<file path="config.mk">
export PLATFORM = sky130hd
export DESIGN_NAME = dma_legalizer
export DESIGN_NICKNAME = d
export VERILOG_FILES = /design/src/hdl/dma_xfer_pkg.sv /design/src/hdl/dma_burst_pkg.sv /design/src/hdl/dma_side_if.sv /design/src/hdl/dma_page_splitter.sv /design/src/hdl/dma_side_tracker.sv /design/src/hdl/dma_legalizer_ctrl.sv /design/src/hdl/dma_legalizer.sv
export VERILOG_INCLUDE_DIRS = /design/src /design/src/hdl
export SDC_FILE = /design/constraint.sdc
export NUM_CORES = 1
export LEC_CHECK = 0
export BUFFER_PORTS_ARGS = -buffer_cell sky130_fd_sc_hd__buf_4
export CAP_MARGIN = 20
export CORE_UTILIZATION = 53
export CTS_CLUSTER_SIZE = 25
export DETAILED_ROUTE_END_ITERATION = 10
export PLACE_DENSITY = 0.78
export SLEW_MARGIN = 20
export SYNTH_ARGS = -nofsm -noshare
export SYNTH_HDL_FRONTEND = slang
export SYNTH_SLANG_ARGS = --single-unit
</file>
<file path="constraint.sdc">
create_clock -name clk_i -period 9.15 [get_ports clk_i]
set_input_delay 0.915 -clock clk_i [delete_from_list [all_inputs] [get_ports clk_i]]
set_output_delay 0.915 -clock clk_i [all_outputs]
set_load 0.1 [all_outputs]
</file>
<file path="src/hdl/dma_legalizer_config.svh">
`ifndef DMA_LEGALIZER_CONFIG_SVH
`define DMA_LEGALIZER_CONFIG_SVH

// ------------------------------------------------------------
// Bus and transfer geometry
// ------------------------------------------------------------

// Data bus width in bits
`define DMA_DATA_WIDTH 32

// Byte address width on both sides
`define DMA_ADDR_WIDTH 24

// Width of the transfer length in bytes
`define DMA_LEN_WIDTH 16

// Hard cap on the page size in bytes
// AXI forbids bursts crossing a 4 KiB boundary
`define DMA_PAGE_MAX 4096

`endif

</file>
<file path="src/hdl/dma_xfer_pkg.sv">
`default_nettype none

`include "dma_legalizer_config.svh"

package dma_xfer_pkg;

    // ------------------------------------------------------------
    // Derived geometry
    // ------------------------------------------------------------
    // Bytes per bus word
    localparam int unsigned STRB_WIDTH      = `DMA_DATA_WIDTH / 8;
    // Bits addressing a byte inside one word
    localparam int unsigned OFFSET_WIDTH    = $clog2(STRB_WIDTH);
    // 256 beats at most, never above the protocol cap
    localparam int unsigned PAGE_SIZE       = (256 * STRB_WIDTH > `DMA_PAGE_MAX) ?
                                              `DMA_PAGE_MAX : 256 * STRB_WIDTH;
    localparam int unsigned PAGE_ADDR_WIDTH = $clog2(PAGE_SIZE);

    // Source or destination protocol
    typedef enum logic {
        AXI = 1'b0,
        OBI = 1'b1
    } protocol_e;

    typedef logic [`DMA_ADDR_WIDTH-1:0] addr_t;
    typedef logic [`DMA_LEN_WIDTH-1:0]  len_t;
    // One extra bit so a full page still fits
    typedef logic [PAGE_ADDR_WIDTH:0]   page_len_t;
    typedef logic [OFFSET_WIDTH-1:0]    offset_t;

    // Options of one side, held for the whole transfer
    typedef struct packed {
        protocol_e  protocol;
        logic       reduce_len;
        logic [2:0] max_llen;
    } side_opt_t;

    // Remaining part of the transfer on one side
    typedef struct packed {
        addr_t addr;
        len_t  length;
        logic  valid;
    } side_state_t;

endpackage

`default_nettype wire

</file>
<file path="src/hdl/dma_burst_pkg.sv">
`default_nettype none

package dma_burst_pkg;

    import dma_xfer_pkg::*;

    // ------------------------------------------------------------
    // Emitted burst description
    // ------------------------------------------------------------

    // Number of beats minus one, AXI len encoding
    typedef logic [7:0] beats_t;

    // One legalized read or write burst
    typedef struct packed {
        // Word aligned start address
        addr_t     addr;
        // Payload bytes in this burst
        page_len_t num_bytes;
        beats_t    beats;
        // First valid byte in the first beat
        offset_t   offset;
        // End of valid bytes in the last beat, mod word
        offset_t   tailer;
        // Datapath realignment amount
        offset_t   shift;
        // Final burst of the transfer, write side only
        logic      last;
    } burst_t;

endpackage

`default_nettype wire

</file>
<file path="src/hdl/dma_side_if.sv">
`timescale 1ns/1ps
`default_nettype none

interface dma_side_if import dma_xfer_pkg::*, dma_burst_pkg::*; ();

    // ------------------------------------------------------------
    // Control to tracker
    // ------------------------------------------------------------
    logic      load;
    addr_t     load_addr;
    len_t      load_len;
    side_opt_t opt;
    // Take one burst this cycle
    logic      advance;
    // Abort and drop the stored transfer
    logic      clear;
    // Burst size granted by the coupling logic
    page_len_t bytes_possible;

    // ------------------------------------------------------------
    // Tracker to control
    // ------------------------------------------------------------
    // Own distance to the next boundary
    page_len_t bytes_to_pb;
    logic      done;
    logic      busy;
    burst_t    burst;

    modport ctrl (
        output load, load_addr, load_len, opt, advance, clear, bytes_possible,
        input  bytes_to_pb, done, busy
    );

    modport side (
        input  load, load_addr, load_len, opt, advance, clear, bytes_possible,
        output bytes_to_pb, done, busy, burst
    );

endinterface

`default_nettype wire

</file>
<file path="src/hdl/dma_page_splitter.sv">
`timescale 1ns/1ps
`default_nettype none

module dma_page_splitter import dma_xfer_pkg::*; (
    input  addr_t     addr_i,
    input  side_opt_t opt_i,
    output page_len_t bytes_to_pb_o
);

    // Active boundary size in bytes, always a power of two
    page_len_t bound_size;
    // Burst length limit from max_llen
    page_len_t reduced_size;
    // Position of addr inside the current boundary window
    page_len_t addr_in_bound;

    // ------------------------------------------------------------
    // Boundary size
    // ------------------------------------------------------------
    always_comb begin
        // 2^max_llen beats of one word each
        reduced_size = page_len_t'(STRB_WIDTH) << opt_i.max_llen;
        bound_size   = page_len_t'(PAGE_SIZE);
        // Only tighten, never widen past the page
        if (opt_i.reduce_len && (reduced_size < bound_size)) begin
            bound_size = reduced_size;
        end
    end

    // ------------------------------------------------------------
    // Distance to boundary
    // ------------------------------------------------------------
    always_comb begin
        // Low address bits are enough, window is at most one page
        addr_in_bound = page_len_t'(addr_i) & (bound_size - page_len_t'(1));
        // Aligned address yields a full window
        bytes_to_pb_o = bound_size - addr_in_bound;
    end

endmodule

`default_nettype wire

</file>
<file path="src/hdl/dma_side_tracker.sv">
`timescale 1ns/1ps
`default_nettype none

module dma_side_tracker import dma_xfer_pkg::*, dma_burst_pkg::*; #(
    // Write side negates the shift and flags the last burst
    parameter bit IS_WRITE = 1'b0
) (
    input  logic clk_i,
    input  logic rst_n_i,
    dma_side_if.side side
);

    side_state_t state_q;
    side_state_t state_d;

    // Remaining length fits into the granted burst
    logic        fits;
    // Bytes of the burst currently presented
    page_len_t   num_bytes;
    offset_t     addr_offset;
    // Burst end position, relative to first word
    page_len_t   end_pos;

    // ------------------------------------------------------------
    // Boundary distance
    // ------------------------------------------------------------
    dma_page_splitter u_page_splitter (
        .addr_i        ( state_q.addr     ),
        .opt_i         ( side.opt         ),
        .bytes_to_pb_o ( side.bytes_to_pb )
    );

    // ------------------------------------------------------------
    // Burst sizing
    // ------------------------------------------------------------
    assign fits        = state_q.length <= len_t'(side.bytes_possible);
    assign num_bytes   = fits ? page_len_t'(state_q.length) : side.bytes_possible;
    assign addr_offset = state_q.addr[OFFSET_WIDTH-1:0];
    assign end_pos     = num_bytes + page_len_t'(addr_offset);

    // Idle side never holds up a new request
    assign side.done = fits | ~state_q.valid;
    assign side.busy = state_q.valid;

    always_comb begin
        state_d = state_q;
        // Kill first, a same cycle load still wins
        if (side.clear) begin
            state_d = '0;
        end
        if (side.load) begin
            state_d = '{addr: side.load_addr, length: side.load_len, valid: 1'b1};
        end else if (side.advance && state_q.valid) begin
            if (fits) begin
                state_d.valid = 1'b0;
            end else begin
                state_d.addr   = state_q.addr + addr_t'(num_bytes);
                state_d.length = state_q.length - len_t'(num_bytes);
            end
        end
    end

    always_ff @(posedge clk_i or negedge rst_n_i) begin
        if (!rst_n_i) begin
            state_q <= '0;
        end else begin
            state_q <= state_d;
        end
    end

    // ------------------------------------------------------------
    // Burst formatting
    // ------------------------------------------------------------
    always_comb begin
        side.burst.addr      = state_q.addr & ~addr_t'(STRB_WIDTH - 1);
        side.burst.num_bytes = num_bytes;
        // AXI len, bounded to 255 by the page rule
        side.burst.beats     = beats_t'((end_pos - page_len_t'(1)) >> OFFSET_WIDTH);
        // OBI moves single words only
        if (side.opt.protocol == OBI) begin
            side.burst.beats = '0;
        end
        side.burst.offset    = addr_offset;
        side.burst.tailer    = offset_t'(end_pos);
        side.burst.shift     = IS_WRITE ? offset_t'(-addr_offset) : addr_offset;
        side.burst.last      = IS_WRITE ? fits : 1'b0;
    end

endmodule

`default_nettype wire

</file>
<file path="src/hdl/dma_legalizer_ctrl.sv">
`timescale 1ns/1ps
`default_nettype none

module dma_legalizer_ctrl import dma_xfer_pkg::*; (
    input  logic       clk_i,
    input  logic       rst_n_i,

    // Request channel
    input  logic       req_valid_i,
    input  len_t       req_length_i,
    input  addr_t      req_src_addr_i,
    input  addr_t      req_dst_addr_i,
    input  protocol_e  req_src_protocol_i,
    input  protocol_e  req_dst_protocol_i,
    input  logic       req_decouple_rw_i,
    input  logic       req_src_reduce_len_i,
    input  logic [2:0] req_src_max_llen_i,
    input  logic       req_dst_reduce_len_i,
    input  logic [2:0] req_dst_max_llen_i,
    output logic       req_ready_o,

    input  logic       r_ready_i,
    input  logic       w_ready_i,
    input  logic       flush_i,
    input  logic       kill_i,

    output logic       r_valid_o,
    output logic       w_valid_o,

    dma_side_if.ctrl   rd,
    dma_side_if.ctrl   wr
);

    side_opt_t src_opt_q;
    side_opt_t dst_opt_q;
    logic      decouple_rw_q;

    logic      decoupled;
    logic      accept;
    page_len_t c_bytes_to_pb;

    // ------------------------------------------------------------
    // Options, latched with the transfer
    // ------------------------------------------------------------
    assign accept = req_valid_i & req_ready_o;

    always_ff @(posedge clk_i or negedge rst_n_i) begin
        if (!rst_n_i) begin
            src_opt_q     <= '0;
            dst_opt_q     <= '0;
            decouple_rw_q <= 1'b0;
        end else if (accept) begin
            src_opt_q     <= '{req_src_protocol_i, req_src_reduce_len_i, req_src_max_llen_i};
            dst_opt_q     <= '{req_dst_protocol_i, req_dst_reduce_len_i, req_dst_max_llen_i};
            decouple_rw_q <= req_decouple_rw_i;
        end
    end

    assign rd.opt = src_opt_q;
    assign wr.opt = dst_opt_q;

    // OBI has no bursts to pair up, so it always runs on its own
    assign decoupled = decouple_rw_q | (src_opt_q.protocol == OBI) |
                       (dst_opt_q.protocol == OBI);

    // ------------------------------------------------------------
    // Coupling, nearer boundary wins
    // ------------------------------------------------------------
    assign c_bytes_to_pb = (rd.bytes_to_pb < wr.bytes_to_pb) ? rd.bytes_to_pb :
                                                               wr.bytes_to_pb;
    assign rd.bytes_possible = decoupled ? rd.bytes_to_pb : c_bytes_to_pb;
    assign wr.bytes_possible = decoupled ? wr.bytes_to_pb : c_bytes_to_pb;

    // ------------------------------------------------------------
    // Flow control
    // ------------------------------------------------------------
    always_comb begin
        if (decoupled) begin
            rd.advance = r_ready_i & ~flush_i;
            wr.advance = w_ready_i & ~flush_i;
        end else begin
            // Lockstep, one stalled side holds both
            rd.advance = r_ready_i & w_ready_i & ~flush_i;
            wr.advance = r_ready_i & w_ready_i & ~flush_i;
        end
        r_valid_o = rd.busy & rd.advance;
        w_valid_o = wr.busy & wr.advance;
    end

    // Next request only once both final bursts can leave
    assign req_ready_o = rd.done & wr.done & r_ready_i & w_ready_i & ~flush_i;

    assign rd.load      = accept;
    assign rd.load_addr = req_src_addr_i;
    assign rd.load_len  = req_length_i;
    assign wr.load      = accept;
    assign wr.load_addr = req_dst_addr_i;
    assign wr.load_len  = req_length_i;

    assign rd.clear = kill_i;
    assign wr.clear = kill_i;

endmodule

`default_nettype wire

</file>
<file path="src/hdl/dma_legalizer.sv">
`timescale 1ns/1ps
`default_nettype none

module dma_legalizer import dma_xfer_pkg::*, dma_burst_pkg::*; (
    input  logic       clk_i,
    input  logic       rst_n_i,

    // ------------------------------------------------------------
    // Request channel
    // ------------------------------------------------------------
    input  logic       req_valid_i,
    input  len_t       req_length_i,
    input  addr_t      req_src_addr_i,
    input  addr_t      req_dst_addr_i,
    input  protocol_e  req_src_protocol_i,
    input  protocol_e  req_dst_protocol_i,
    input  logic       req_decouple_rw_i,
    input  logic       req_src_reduce_len_i,
    input  logic [2:0] req_src_max_llen_i,
    input  logic       req_dst_reduce_len_i,
    input  logic [2:0] req_dst_max_llen_i,
    output logic       req_ready_o,

    // Read bursts
    output logic       r_valid_o,
    output addr_t      r_addr_o,
    output page_len_t  r_bytes_o,
    output beats_t     r_beats_o,
    output offset_t    r_offset_o,
    output offset_t    r_tailer_o,
    output offset_t    r_shift_o,
    input  logic       r_ready_i,

    // Write bursts
    output logic       w_valid_o,
    output addr_t      w_addr_o,
    output page_len_t  w_bytes_o,
    output beats_t     w_beats_o,
    output offset_t    w_offset_o,
    output offset_t    w_tailer_o,
    output offset_t    w_shift_o,
    output logic       w_last_o,
    input  logic       w_ready_i,

    input  logic       flush_i,
    input  logic       kill_i,
    output logic       r_busy_o,
    output logic       w_busy_o
);

    dma_side_if rd_if ();
    dma_side_if wr_if ();

    dma_legalizer_ctrl u_ctrl (
        .clk_i                ( clk_i                ),
        .rst_n_i              ( rst_n_i              ),
        .req_valid_i          ( req_valid_i          ),
        .req_length_i         ( req_length_i         ),
        .req_src_addr_i       ( req_src_addr_i       ),
        .req_dst_addr_i       ( req_dst_addr_i       ),
        .req_src_protocol_i   ( req_src_protocol_i   ),
        .req_dst_protocol_i   ( req_dst_protocol_i   ),
        .req_decouple_rw_i    ( req_decouple_rw_i    ),
        .req_src_reduce_len_i ( req_src_reduce_len_i ),
        .req_src_max_llen_i   ( req_src_max_llen_i   ),
        .req_dst_reduce_len_i ( req_dst_reduce_len_i ),
        .req_dst_max_llen_i   ( req_dst_max_llen_i   ),
        .req_ready_o          ( req_ready_o          ),
        .r_ready_i            ( r_ready_i            ),
        .w_ready_i            ( w_ready_i            ),
        .flush_i              ( flush_i              ),
        .kill_i               ( kill_i               ),
        .r_valid_o            ( r_valid_o            ),
        .w_valid_o            ( w_valid_o            ),
        .rd                   ( rd_if.ctrl           ),
        .wr                   ( wr_if.ctrl           )
    );

    dma_side_tracker #(.IS_WRITE(1'b0)) u_rd_side (
        .clk_i   ( clk_i      ),
        .rst_n_i ( rst_n_i    ),
        .side    ( rd_if.side )
    );

    dma_side_tracker #(.IS_WRITE(1'b1)) u_wr_side (
        .clk_i   ( clk_i      ),
        .rst_n_i ( rst_n_i    ),
        .side    ( wr_if.side )
    );

    // Burst fields onto the flat ports
    assign r_addr_o   = rd_if.burst.addr;
    assign r_bytes_o  = rd_if.burst.num_bytes;
    assign r_beats_o  = rd_if.burst.beats;
    assign r_offset_o = rd_if.burst.offset;
    assign r_tailer_o = rd_if.burst.tailer;
    assign r_shift_o  = rd_if.burst.shift;
    assign r_busy_o   = rd_if.busy;

    assign w_addr_o   = wr_if.burst.addr;
    assign w_bytes_o  = wr_if.burst.num_bytes;
    assign w_beats_o  = wr_if.burst.beats;
    assign w_offset_o = wr_if.burst.offset;
    assign w_tailer_o = wr_if.burst.tailer;
    assign w_shift_o  = wr_if.burst.shift;
    assign w_last_o   = wr_if.burst.last;
    assign w_busy_o   = wr_if.busy;

endmodule

`default_nettype wire

</file>
==> flow_summary.json, run 1 <==
{
  "syn_to_final_growth_pct": 28.4,
  "nNetsFinal": 1756,
  "maxCapViolations": 0,
  "violations": "setup timing",
  "io_buffers": 181,
  "final_antenna_net_count": 0,
  "slew_headroom_pct": 40.1,
  "skew_ps": 14.1,
  "yosys_warnings": 0,
  "drive_gt1_share_pct": 27.1,
  "wire_per_inst_um": 19.3,
  "start_kind": "register",
  "clk_path_buf_depth": 2,
  "synth_top_flop_cell": "dfrtp_1",
  "max_freq_ghz": 0.108,
  "hold_class": "in2async",
  "synthTopCellsByCount": "nor2_1 (151), nand2_1 (147), a21oi_1 (98)",
  "start_util_pct": 54.0,
  "slew_violations": 0,
  "syn-cell-area_mm2": 0.0105,
  "startpoint": "u_ctrl.rd.opt[1]",
  "r2r-end": "u_wr_side.side.burst[42]",
  "die-area_mm2": 0.0203,
  "synth_area_leaders": "dfrtp_1 (22%), ha_1 (9.8%), nor2_1 (5.4%), nand2_1 (5.3%), a21oi_1 (4.7%)",
  "die_x_um": 143,
  "cts_hold_buffers": 0,
  "drtPass1Iterations": 7,
  "r2r_start": "u_ctrl.rd.opt[1]",
  "fin_crit_sh_pct": 101,
  "ys_seq_area_share_pct": 22.2,
  "crit_fanout": 6,
  "grt_pass1_vias": 10366,
  "syn_avg_cell_area_um2": 7.42,
  "finalWirelength_um": 35800,
  "cts.reportedPaths.clkPinSlew_ps": 80,
  "syn_inst": 1413,
  "htree_levels": 3,
  "stdcell_area_mm2": 0.0135,
  "grt_pass1_wl_um": 54100,
  "grt_max_degree": 67,
  "yosys.area.top_type": "dfrtp_1",
  "cts_made_buffers": 9,
  "antenna_found_initial": 0,
  "io_pins": 186,
  "critPathKind": "reg2out",
  "dr_total_vias": 11537,
  "path_common_cell": "ha_4",
  "period_minus_slack_ps": 9240,
  "status": "complete, but fails checks",
  "globalRouteOverflowTotal": 0,
  "place_area_mm2": 0.0123,
  "cts_root_buf": "clkbuf_16",
  "gp_congestion": 1.05,
  "setup_violations": 4,
  "clock_latency_ps": 370,
  "cp_num_buf_inv": 3,
  "drcViolationCount": 0,
  "yosysMostFrequentCell": "nor2_1",
  "numClockSinks": 93,
  "netlist.area_leader.share_pct": 22.2,
  "rsz0062_at_grt": "yes",
  "end_kind": "output pin",
  "critPathSlowestCell": "dfrtp_1",
  "cp-endpoint": "w_beats_o[7]",
  "core_area_mm2": 0.0194,
  "cts_tree": "yes",
  "antennaDiodeCount": 0,
  "viasPerCell": 6.21,
  "synth-seq-cells": 93,
  "die_h_um": 143,
  "synth_edf_count": 0,
  "async_flop_share_pct": 100,
  "critPathArrivalTime_ps": 8330,
  "track_usage_pct": 34.2,
  "regToRegSetupSlack_ps": 340,
  "rows": 51,
  "reg2reg_depth": 37,
  "critPathRequiredTime_ps": 8240,
  "setup_slack_ps": -91.1,
  "critical_path_depth": 35,
  "cpPeakStageDelay_ps": 430,
  "tightestPinTransition_ps": 899,
  "post-dp-hpwl_um": 25900,
  "drt_iter0_markers": 1152,
  "hold_viol_final": 0,
  "synth_cell_type_count": 91,
  "crit_family": "simple AND/OR/NAND/NOR gates"
}
-- flip-flops by register name (all words and copies together), names as in the netlist --
register	cells
u_ctrl.wr.opt	5
u_ctrl.rd.opt	5
u_rd_side.state_q	16
u_wr_side.side.burst	24
u_ctrl.decouple_rw_q	1
u_wr_side.side.busy	1
u_rd_side.side.burst	24
u_wr_side.state_q	16
u_rd_side.side.busy	1
-- per-layer routing --
metal | up-vias | wire, um | share of wire [%] | track usage, %
li1 | 5388 | - | - | -
met1 | 5478 | 15000 | 42 | 44.3
met2 | 554 | 16300 | 46 | 54.1
met3 | 117 | 2610 | 7.3 | 4.39
met4 | 0 | 1920 | 5.4 | 21.3
met5 | - | 0 | 0 | 0
-- metrics by stage --
stage	setup TNS, ps	hold WS (ps)	instances	worst slack (ps)	utilization [%]
floorplan	-7820	463	1416	-1010	-
global placement	0	528	1795	15.5	63.4
detailed placement	-172	526	1795	-89.6	63.4
CTS	-18.7	522	1832	-18.7	66.5
global route	-2820	545	1858	-417	69.4
finish	-250	508	1858	-91.1	69.4
-- cell usage in the layout (no fill, tap or decap), types with 12 or more instances in the layout --
cell type / instances
a21oi_1: 93
or3_1: 18
o211ai_1: 12
dfrtp_1: 92
nor3_1: 35
nand4_1: 13
xnor2_1: 28
nor2_4: 17
ha_1: 74
nor2_1: 128
and3_1: 15
nand2_1: 138
xor2_1: 24
o21ai_0: 81
inv_1: 81
a21o_1: 25
nor2b_1: 18
a31oi_1: 63
nand3_1: 65
buf_4: 256
o21a_1: 12
-- worst register-to-register path: cells and delay by family, from the launching register on --
kind | cells | cell delay [ps]
DFF | 1 | 430
buffers and inverters | 3 | 390
AOI/OAI and AO/OA | 17 | 3960
adders and majority gates | 4 | 1010
and+or+nand+nor | 11 | 2240
muxes | 2 | 710
-- worst min path at each step --
stage,from,endpoint,slack [ps],cells past startpoint
2_1_floorplan,u_ctrl.decouple_rw_q,u_ctrl.decouple_rw_q,460,2
3_3_place_gp,u_ctrl.decouple_rw_q,u_ctrl.decouple_rw_q,530,2
3_5_place_dp,u_ctrl.decouple_rw_q,u_ctrl.decouple_rw_q,530,2
4_1_cts,rst_n_i,u_ctrl.rd.opt[4],520,1
5_1_grt,rst_n_i,u_ctrl.rd.opt[4],550,1
6_report,rst_n_i,u_ctrl.rd.opt[4],510,1
-- cell families (layout without fill, tap and decap cells) --
kind of cell / after synthesis / after routing / share of synthesized area, %
AND/OR/NAND/NOR: 536 / 536 / 24.8
buffers and inverters: 207 / 384 / 9.58
flip-flops: 93 / 93 / 22.2
XOR/XNOR: 59 / 59 / 4.93
multiplexers: 20 / 20 / 2.11
adder cells (fa/ha/maj): 86 / 86 / 10.6
other: 1 / 4 / 0.0358
AO/OA/AOI/OAI: 411 / 411 / 25.8
-- final cells by class --
| type | instances | area [um^2] |
|---|---|---|
| Multi-Input combinational cell | 1116 | 7880 |
| Clock buffer | 10 | 229 |
| Sequential cell | 93 | 2330 |
| Tap cell | 265 | 332 |
| Fill cell | 1616 | 5940 |
| Clock inverter | 6 | 105 |
| Inverter | 93 | 359 |
| Timing Repair Buffer | 275 | 2230 |
-- what timing repair did --
action	in CTS	in global routing
setup endpoints to repair	12	21
pin swaps	25	50
gates resized for setup	27	73
setup buffers	21	26
hold endpoints to repair	0	0
Power of run 1 is not shown: default switching activity piles up to over one toggle a cycle in this logic, so the estimate is an artifact.
==> run 2, diff against run 1 <==
CORE_UTILIZATION = 54   (was 53)
CTS_BUF_LIST = sky130_fd_sc_hd__clkbuf_4 sky130_fd_sc_hd__clkbuf_8   (was not set)
PLACE_DENSITY = 0.8   (was 0.78)
==> run 2 against run 1 <==
Effect of this change: the flow still finishes with violations (setup timing); cell count is 0.65% higher; fmax is 0.54% higher; count of clock-buffer cells in the layout is 1 lower; sequential cell count stayed put; via count is 0.24% higher; clock skew is 4.9 ps higher; register-to-register slack better by 90 ps; first-iteration DRC count is 3.0% lower; global-route usage is 0.63 points higher; hold slack worse by 46 ps; critical path type unchanged; critical endpoint is now r_beats_o[7]; largest cell class unchanged.
==> flow_summary.json, run 2 (synthesized netlist as in run 1, its figures left out) <==
{
  "viasPerCell": 6.18,
  "cts_tree": "yes",
  "slew_violations": 0,
  "die_h_um": 141,
  "antennaDiodeCount": 0,
  "numClockSinks": 93,
  "n_fill_cell": 1537,
  "cp_num_buf_inv": 9,
  "io_pins": 186,
  "cts.reportedPaths.clkPinSlew_ps": 120,
  "place_area_mm2": 0.0124,
  "post-dp-hpwl_um": 25800,
  "r2r_start": "u_ctrl.rd.opt[2]",
  "rsz0062_at_grt": "yes",
  "period_minus_slack_ps": 9190,
  "final_cell_mix": "buf_4 (276), nand2_1 (138), nor2_1 (129)",
  "antenna_found_initial": 0,
  "layoutNonFillerInstCount": 1870,
  "cts_made_buffers": 9,
  "grtUsageMet2_pct": 55.5,
  "core_area_mm2": 0.0189,
  "drcViolationCount": 0,
  "maxCapViolations": 0,
  "slew_headroom_pct": 25.3,
  "status": "complete, but fails checks",
  "syn_to_final_growth_pct": 29.5,
  "htree_levels": 3,
  "violations": "setup timing",
  "grt_pass1_vias": 10550,
  "skew_ps": 19.0,
  "stdcell_area_mm2": 0.0136,
  "grtUsageMet3_pct": 4.52,
  "max_freq_ghz": 0.109,
  "r2r-end": "u_rd_side.side.burst[48]",
  "clk_path_buf_depth": 2,
  "die-area_mm2": 0.0200,
  "globalRouteOverflowTotal": 0,
  "cts_root_buf": "clkbuf_8",
  "die_x_um": 141,
  "regToRegSetupSlack_ps": 430,
  "io_buffers": 181,
  "reg2reg_depth": 40,
  "crit_fanout": 5,
  "dr_total_vias": 11565,
  "setup_violations": 4,
  "use_met1_pct": 46.2,
  "hold_viol_final": 0,
  "top_usage_layer": "met2",
  "end_kind": "output pin",
  "final_antenna_net_count": 0,
  "finalWirelength_um": 35600,
  "track_usage_pct": 34.8,
  "cts_hold_buffers": 0,
  "wire_per_inst_um": 19.0,
  "start_kind": "register",
  "fin_crit_sh_pct": 100,
  "clock_latency_ps": 400,
  "startpoint": "u_ctrl.rd.opt[2]",
  "critPathRequiredTime_ps": 8240,
  "start_util_pct": 55.5,
  "cpPeakStageDelay_ps": 580,
  "pre_cts_ws_ps": -146,
  "grt_pass1_wl_um": 54700,
  "tightestPinTransition_ps": 1120,
  "critPathSlowestCell": "fa_2",
  "critical_path_depth": 38,
  "drive_gt1_share_pct": 28.8,
  "crit_family": "compound AO/OA/AOI/OAI gates",
  "critPathKind": "reg2out",
  "gp_congestion": 1.02,
  "cp-endpoint": "r_beats_o[7]",
  "hold_class": "in2async",
  "drtPass1Iterations": 5,
  "nNetsFinal": 1773,
  "final_common_cell": "buf_4",
  "grt_max_degree": 62,
  "dp_cells": 1798,
  "rows": 50,
  "setup_slack_ps": -41.5,
  "drt_iter0_markers": 1118,
  "critPathArrivalTime_ps": 8280
}
-- run 2: layer usage --
layer / part of all wire, % / up-vias
met4: 4.9 / 0
met1: 42 / 5447
met2: 46 / 592
met5: 0 / -
met3: 7.1 / 110
li1: - / 5416
-- run 2: timing repair --
action | in CTS | in global routing
buffers inserted | 32 | 26
endpoints found under the setup margin | 14 | 22
gates resized for setup | 38 | 80
pin swaps | 25 | 43
-- run 2: layout make-up --
| type | instances | area (um^2) | share of cell area (%) |
|---|---|---|---|
| Clock buffer | 9 | 124 | 0.912 |
| Inverter | 93 | 359 | 2.64 |
| Timing Repair Buffer | 292 | 2360 | 17.4 |
| Tap cell | 260 | 325 | 2.40 |
| Clock inverter | 7 | 91.3 | 0.673 |
| Multi-Input combinational cell | 1116 | 7990 | 58.8 |
| Sequential cell | 93 | 2330 | 17.2 |
-- run 2: metrics by stage --
stage / hold slack (ps) / util [%] / TNS, ps
CTS: 470 / 68.9 / -1.58
finish: 463 / 71.9 / -126
floorplan: 463 / - / -7820
detailed placement: 498 / 65.4 / -556
global route: 483 / 71.9 / -2680
global placement: 486 / 65.4 / -24.0
-- run 2: worst min path at each step --
stage                         start                       end  slack (ps)  cells after the start
2_1_floorplan  u_ctrl.decouple_rw_q      u_ctrl.decouple_rw_q         460                      2
3_3_place_gp   u_ctrl.decouple_rw_q      u_ctrl.decouple_rw_q         490                      2
3_5_place_dp   u_ctrl.decouple_rw_q      u_ctrl.decouple_rw_q         500                      2
4_1_cts                     rst_n_i  u_rd_side.side.burst[41]         470                      1
5_1_grt                     rst_n_i  u_rd_side.side.burst[37]         480                      1
6_report                    rst_n_i  u_rd_side.side.burst[41]         460                      1
Power of run 2 is left out for the same reason.
==> run 3, diff against run 2 <==
CORE_UTILIZATION = 59   (was 54)
PLACE_DENSITY = 0.83   (was 0.8)
clock period = 9.5 ns   (was 9.15 ns; I/O delays follow)
==> run 3 against run 2 <==
Effect of this change: the run now ends clean; wire length down 1.1%; cell count down 3.2%; register-to-register slack better by 180 ps; core utilization up 3.6 points; die area down 8.4%; sequential cell count unchanged; cell area down 3.8%; critical path depth down 2; critical endpoint is now w_beats_o[7]; count of clock-buffer cells in the layout up 2; critical path type unchanged; sequential share of layout area up 0.70 points.
==> flow_summary.json, run 3 (synthesized netlist as in run 1, its figures left out) <==
{
  "status": "complete, no violations",
  "nNetsFinal": 1748,
  "die-area_mm2": 0.0183,
  "cts_root_buf": "clkbuf_8",
  "globalRouteOverflowTotal": 0,
  "wl_met2_um": 16500,
  "htree_levels": 3,
  "rows": 48,
  "drcViolationCount": 0,
  "dr_total_vias": 11488,
  "finalWirelength_um": 35200,
  "grt_pass1_wl_um": 53600,
  "critPathRequiredTime_ps": 8550,
  "slew_violations": 0,
  "wl_met1_um": 14400,
  "wire_per_inst_um": 19.5,
  "final_common_cell": "buf_4",
  "slew_headroom_pct": 24.3,
  "final_util_pct": 75.5,
  "grt_max_degree": 73,
  "critPathArrivalTime_ps": 8480,
  "post-dp-hpwl_um": 25900,
  "track_usage_pct": 37.5,
  "period_minus_slack_ps": 9430,
  "top_layer_used": "met4",
  "cp_num_buf_inv": 3,
  "clock_latency_ps": 410,
  "tightestPinTransition_ps": 1140,
  "start_kind": "register",
  "fin_crit_sh_pct": 99.3,
  "cpPeakStageDelay_ps": 470,
  "drt_iter0_markers": 1150,
  "syn_to_final_growth_pct": 24.6,
  "drive_gt1_share_pct": 26.2,
  "cts_made_buffers": 9,
  "routed-wl-met3_um": 2770,
  "cts.reportedPaths.clkPinSlew_ps": 120,
  "drtPass1Iterations": 7,
  "viasPerCell": 6.35,
  "maxCapViolations": 0,
  "grt_pass1_vias": 10490,
  "core_area_mm2": 0.0173,
  "hold_viol_final": 0,
  "numClockSinks": 93,
  "hold_class": "in2async",
  "crit_family": "compound AO/OA/AOI/OAI gates",
  "gp_congestion": 0.948,
  "end_kind": "output pin",
  "clk_path_buf_depth": 2,
  "setup_violations": 0,
  "io_buffers": 181,
  "antennaDiodeCount": 0,
  "cts_tree": "yes",
  "final_antenna_net_count": 0,
  "skew_ps": 19.3,
  "max_freq_ghz": 0.106,
  "io_pins": 186,
  "crit_fanout": 7,
  "die_h_um": 135,
  "final_cell_mix": "buf_4 (260), nand2_1 (141), nor2_1 (131)",
  "n_fill_cell": 1329,
  "critPathKind": "reg2out",
  "critPathSlowestCell": "dfrtp_2",
  "antenna_found_initial": 0,
  "rsz0062_at_grt": "yes",
  "start_util_pct": 60.6,
  "die_x_um": 135
}
run 3: cell count changes in the layout (fill, tap and decap cells not counted), sizes merged:
cell | previous run | this run
inv | 92 | 91
clkinv | 5 | 4
clkbuf | 9 | 11
buf | 292 | 267
run 3: through the flow:
stage                     std cells  hold slack, ps  worst slack [ps]  instance area (um^2)  TNS (ps)
after detailed placement       1749             506             -20.9                 12200     -20.9
after global placement         1749             482               184                 12200         0
after CTS                      1779             434              17.2                 12600         0
after global routing           1810             422              -189                 13100      -738
after floorplan                1416             463              -698                 10900     -2450
final                          1810             421              69.1                 13100         0
run 3: metal layers:
layer  vias up  track usage (%)
li1       5361                -
met1      5429             47.7
met2       580             61.8
met3       118             6.14
met4         0             17.7
met5         -                0
run 3: worst paths after layout:
check / start / to / slack (ps) / depth (start not counted)
min in group clk_i: u_ctrl.decouple_rw_q / u_ctrl.decouple_rw_q / 530 / 2
max in group asynchronous: rst_n_i / u_ctrl.rd.opt[0] / 7760 / 2
worst min register to register: u_ctrl.decouple_rw_q / u_ctrl.decouple_rw_q / 530 / 2
worst max register to register: u_ctrl.rd.opt[1] / u_rd_side.side.burst[46] / 610 / 39
worst max-delay path: u_ctrl.wr.opt[1] / w_beats_o[7] / 70 / 36
worst min-delay path: rst_n_i / u_wr_side.side.burst[30] / 420 / 1
run 3: layout make-up:
cell class              instances  area (um^2)  share of cell area, %
repair buffers                267         2080                   15.9
well taps                     225          282                   2.16
inverters                      93          359                   2.75
multi-input cells            1116         7800                   59.7
clock inverters                 5         67.6                  0.517
flip-flops and latches         93         2330                   17.9
clock buffers                  11          139                   1.06
run 3: repair_timing:
action                                  in CTS  in global routing
hold buffers                                 0                  0
pin swaps                                    9                 34
gates resized for setup                     20                 52
buffers inserted                            14                 31
endpoints found under the setup margin      10                 21
Power of run 3 is left out for the same reason.
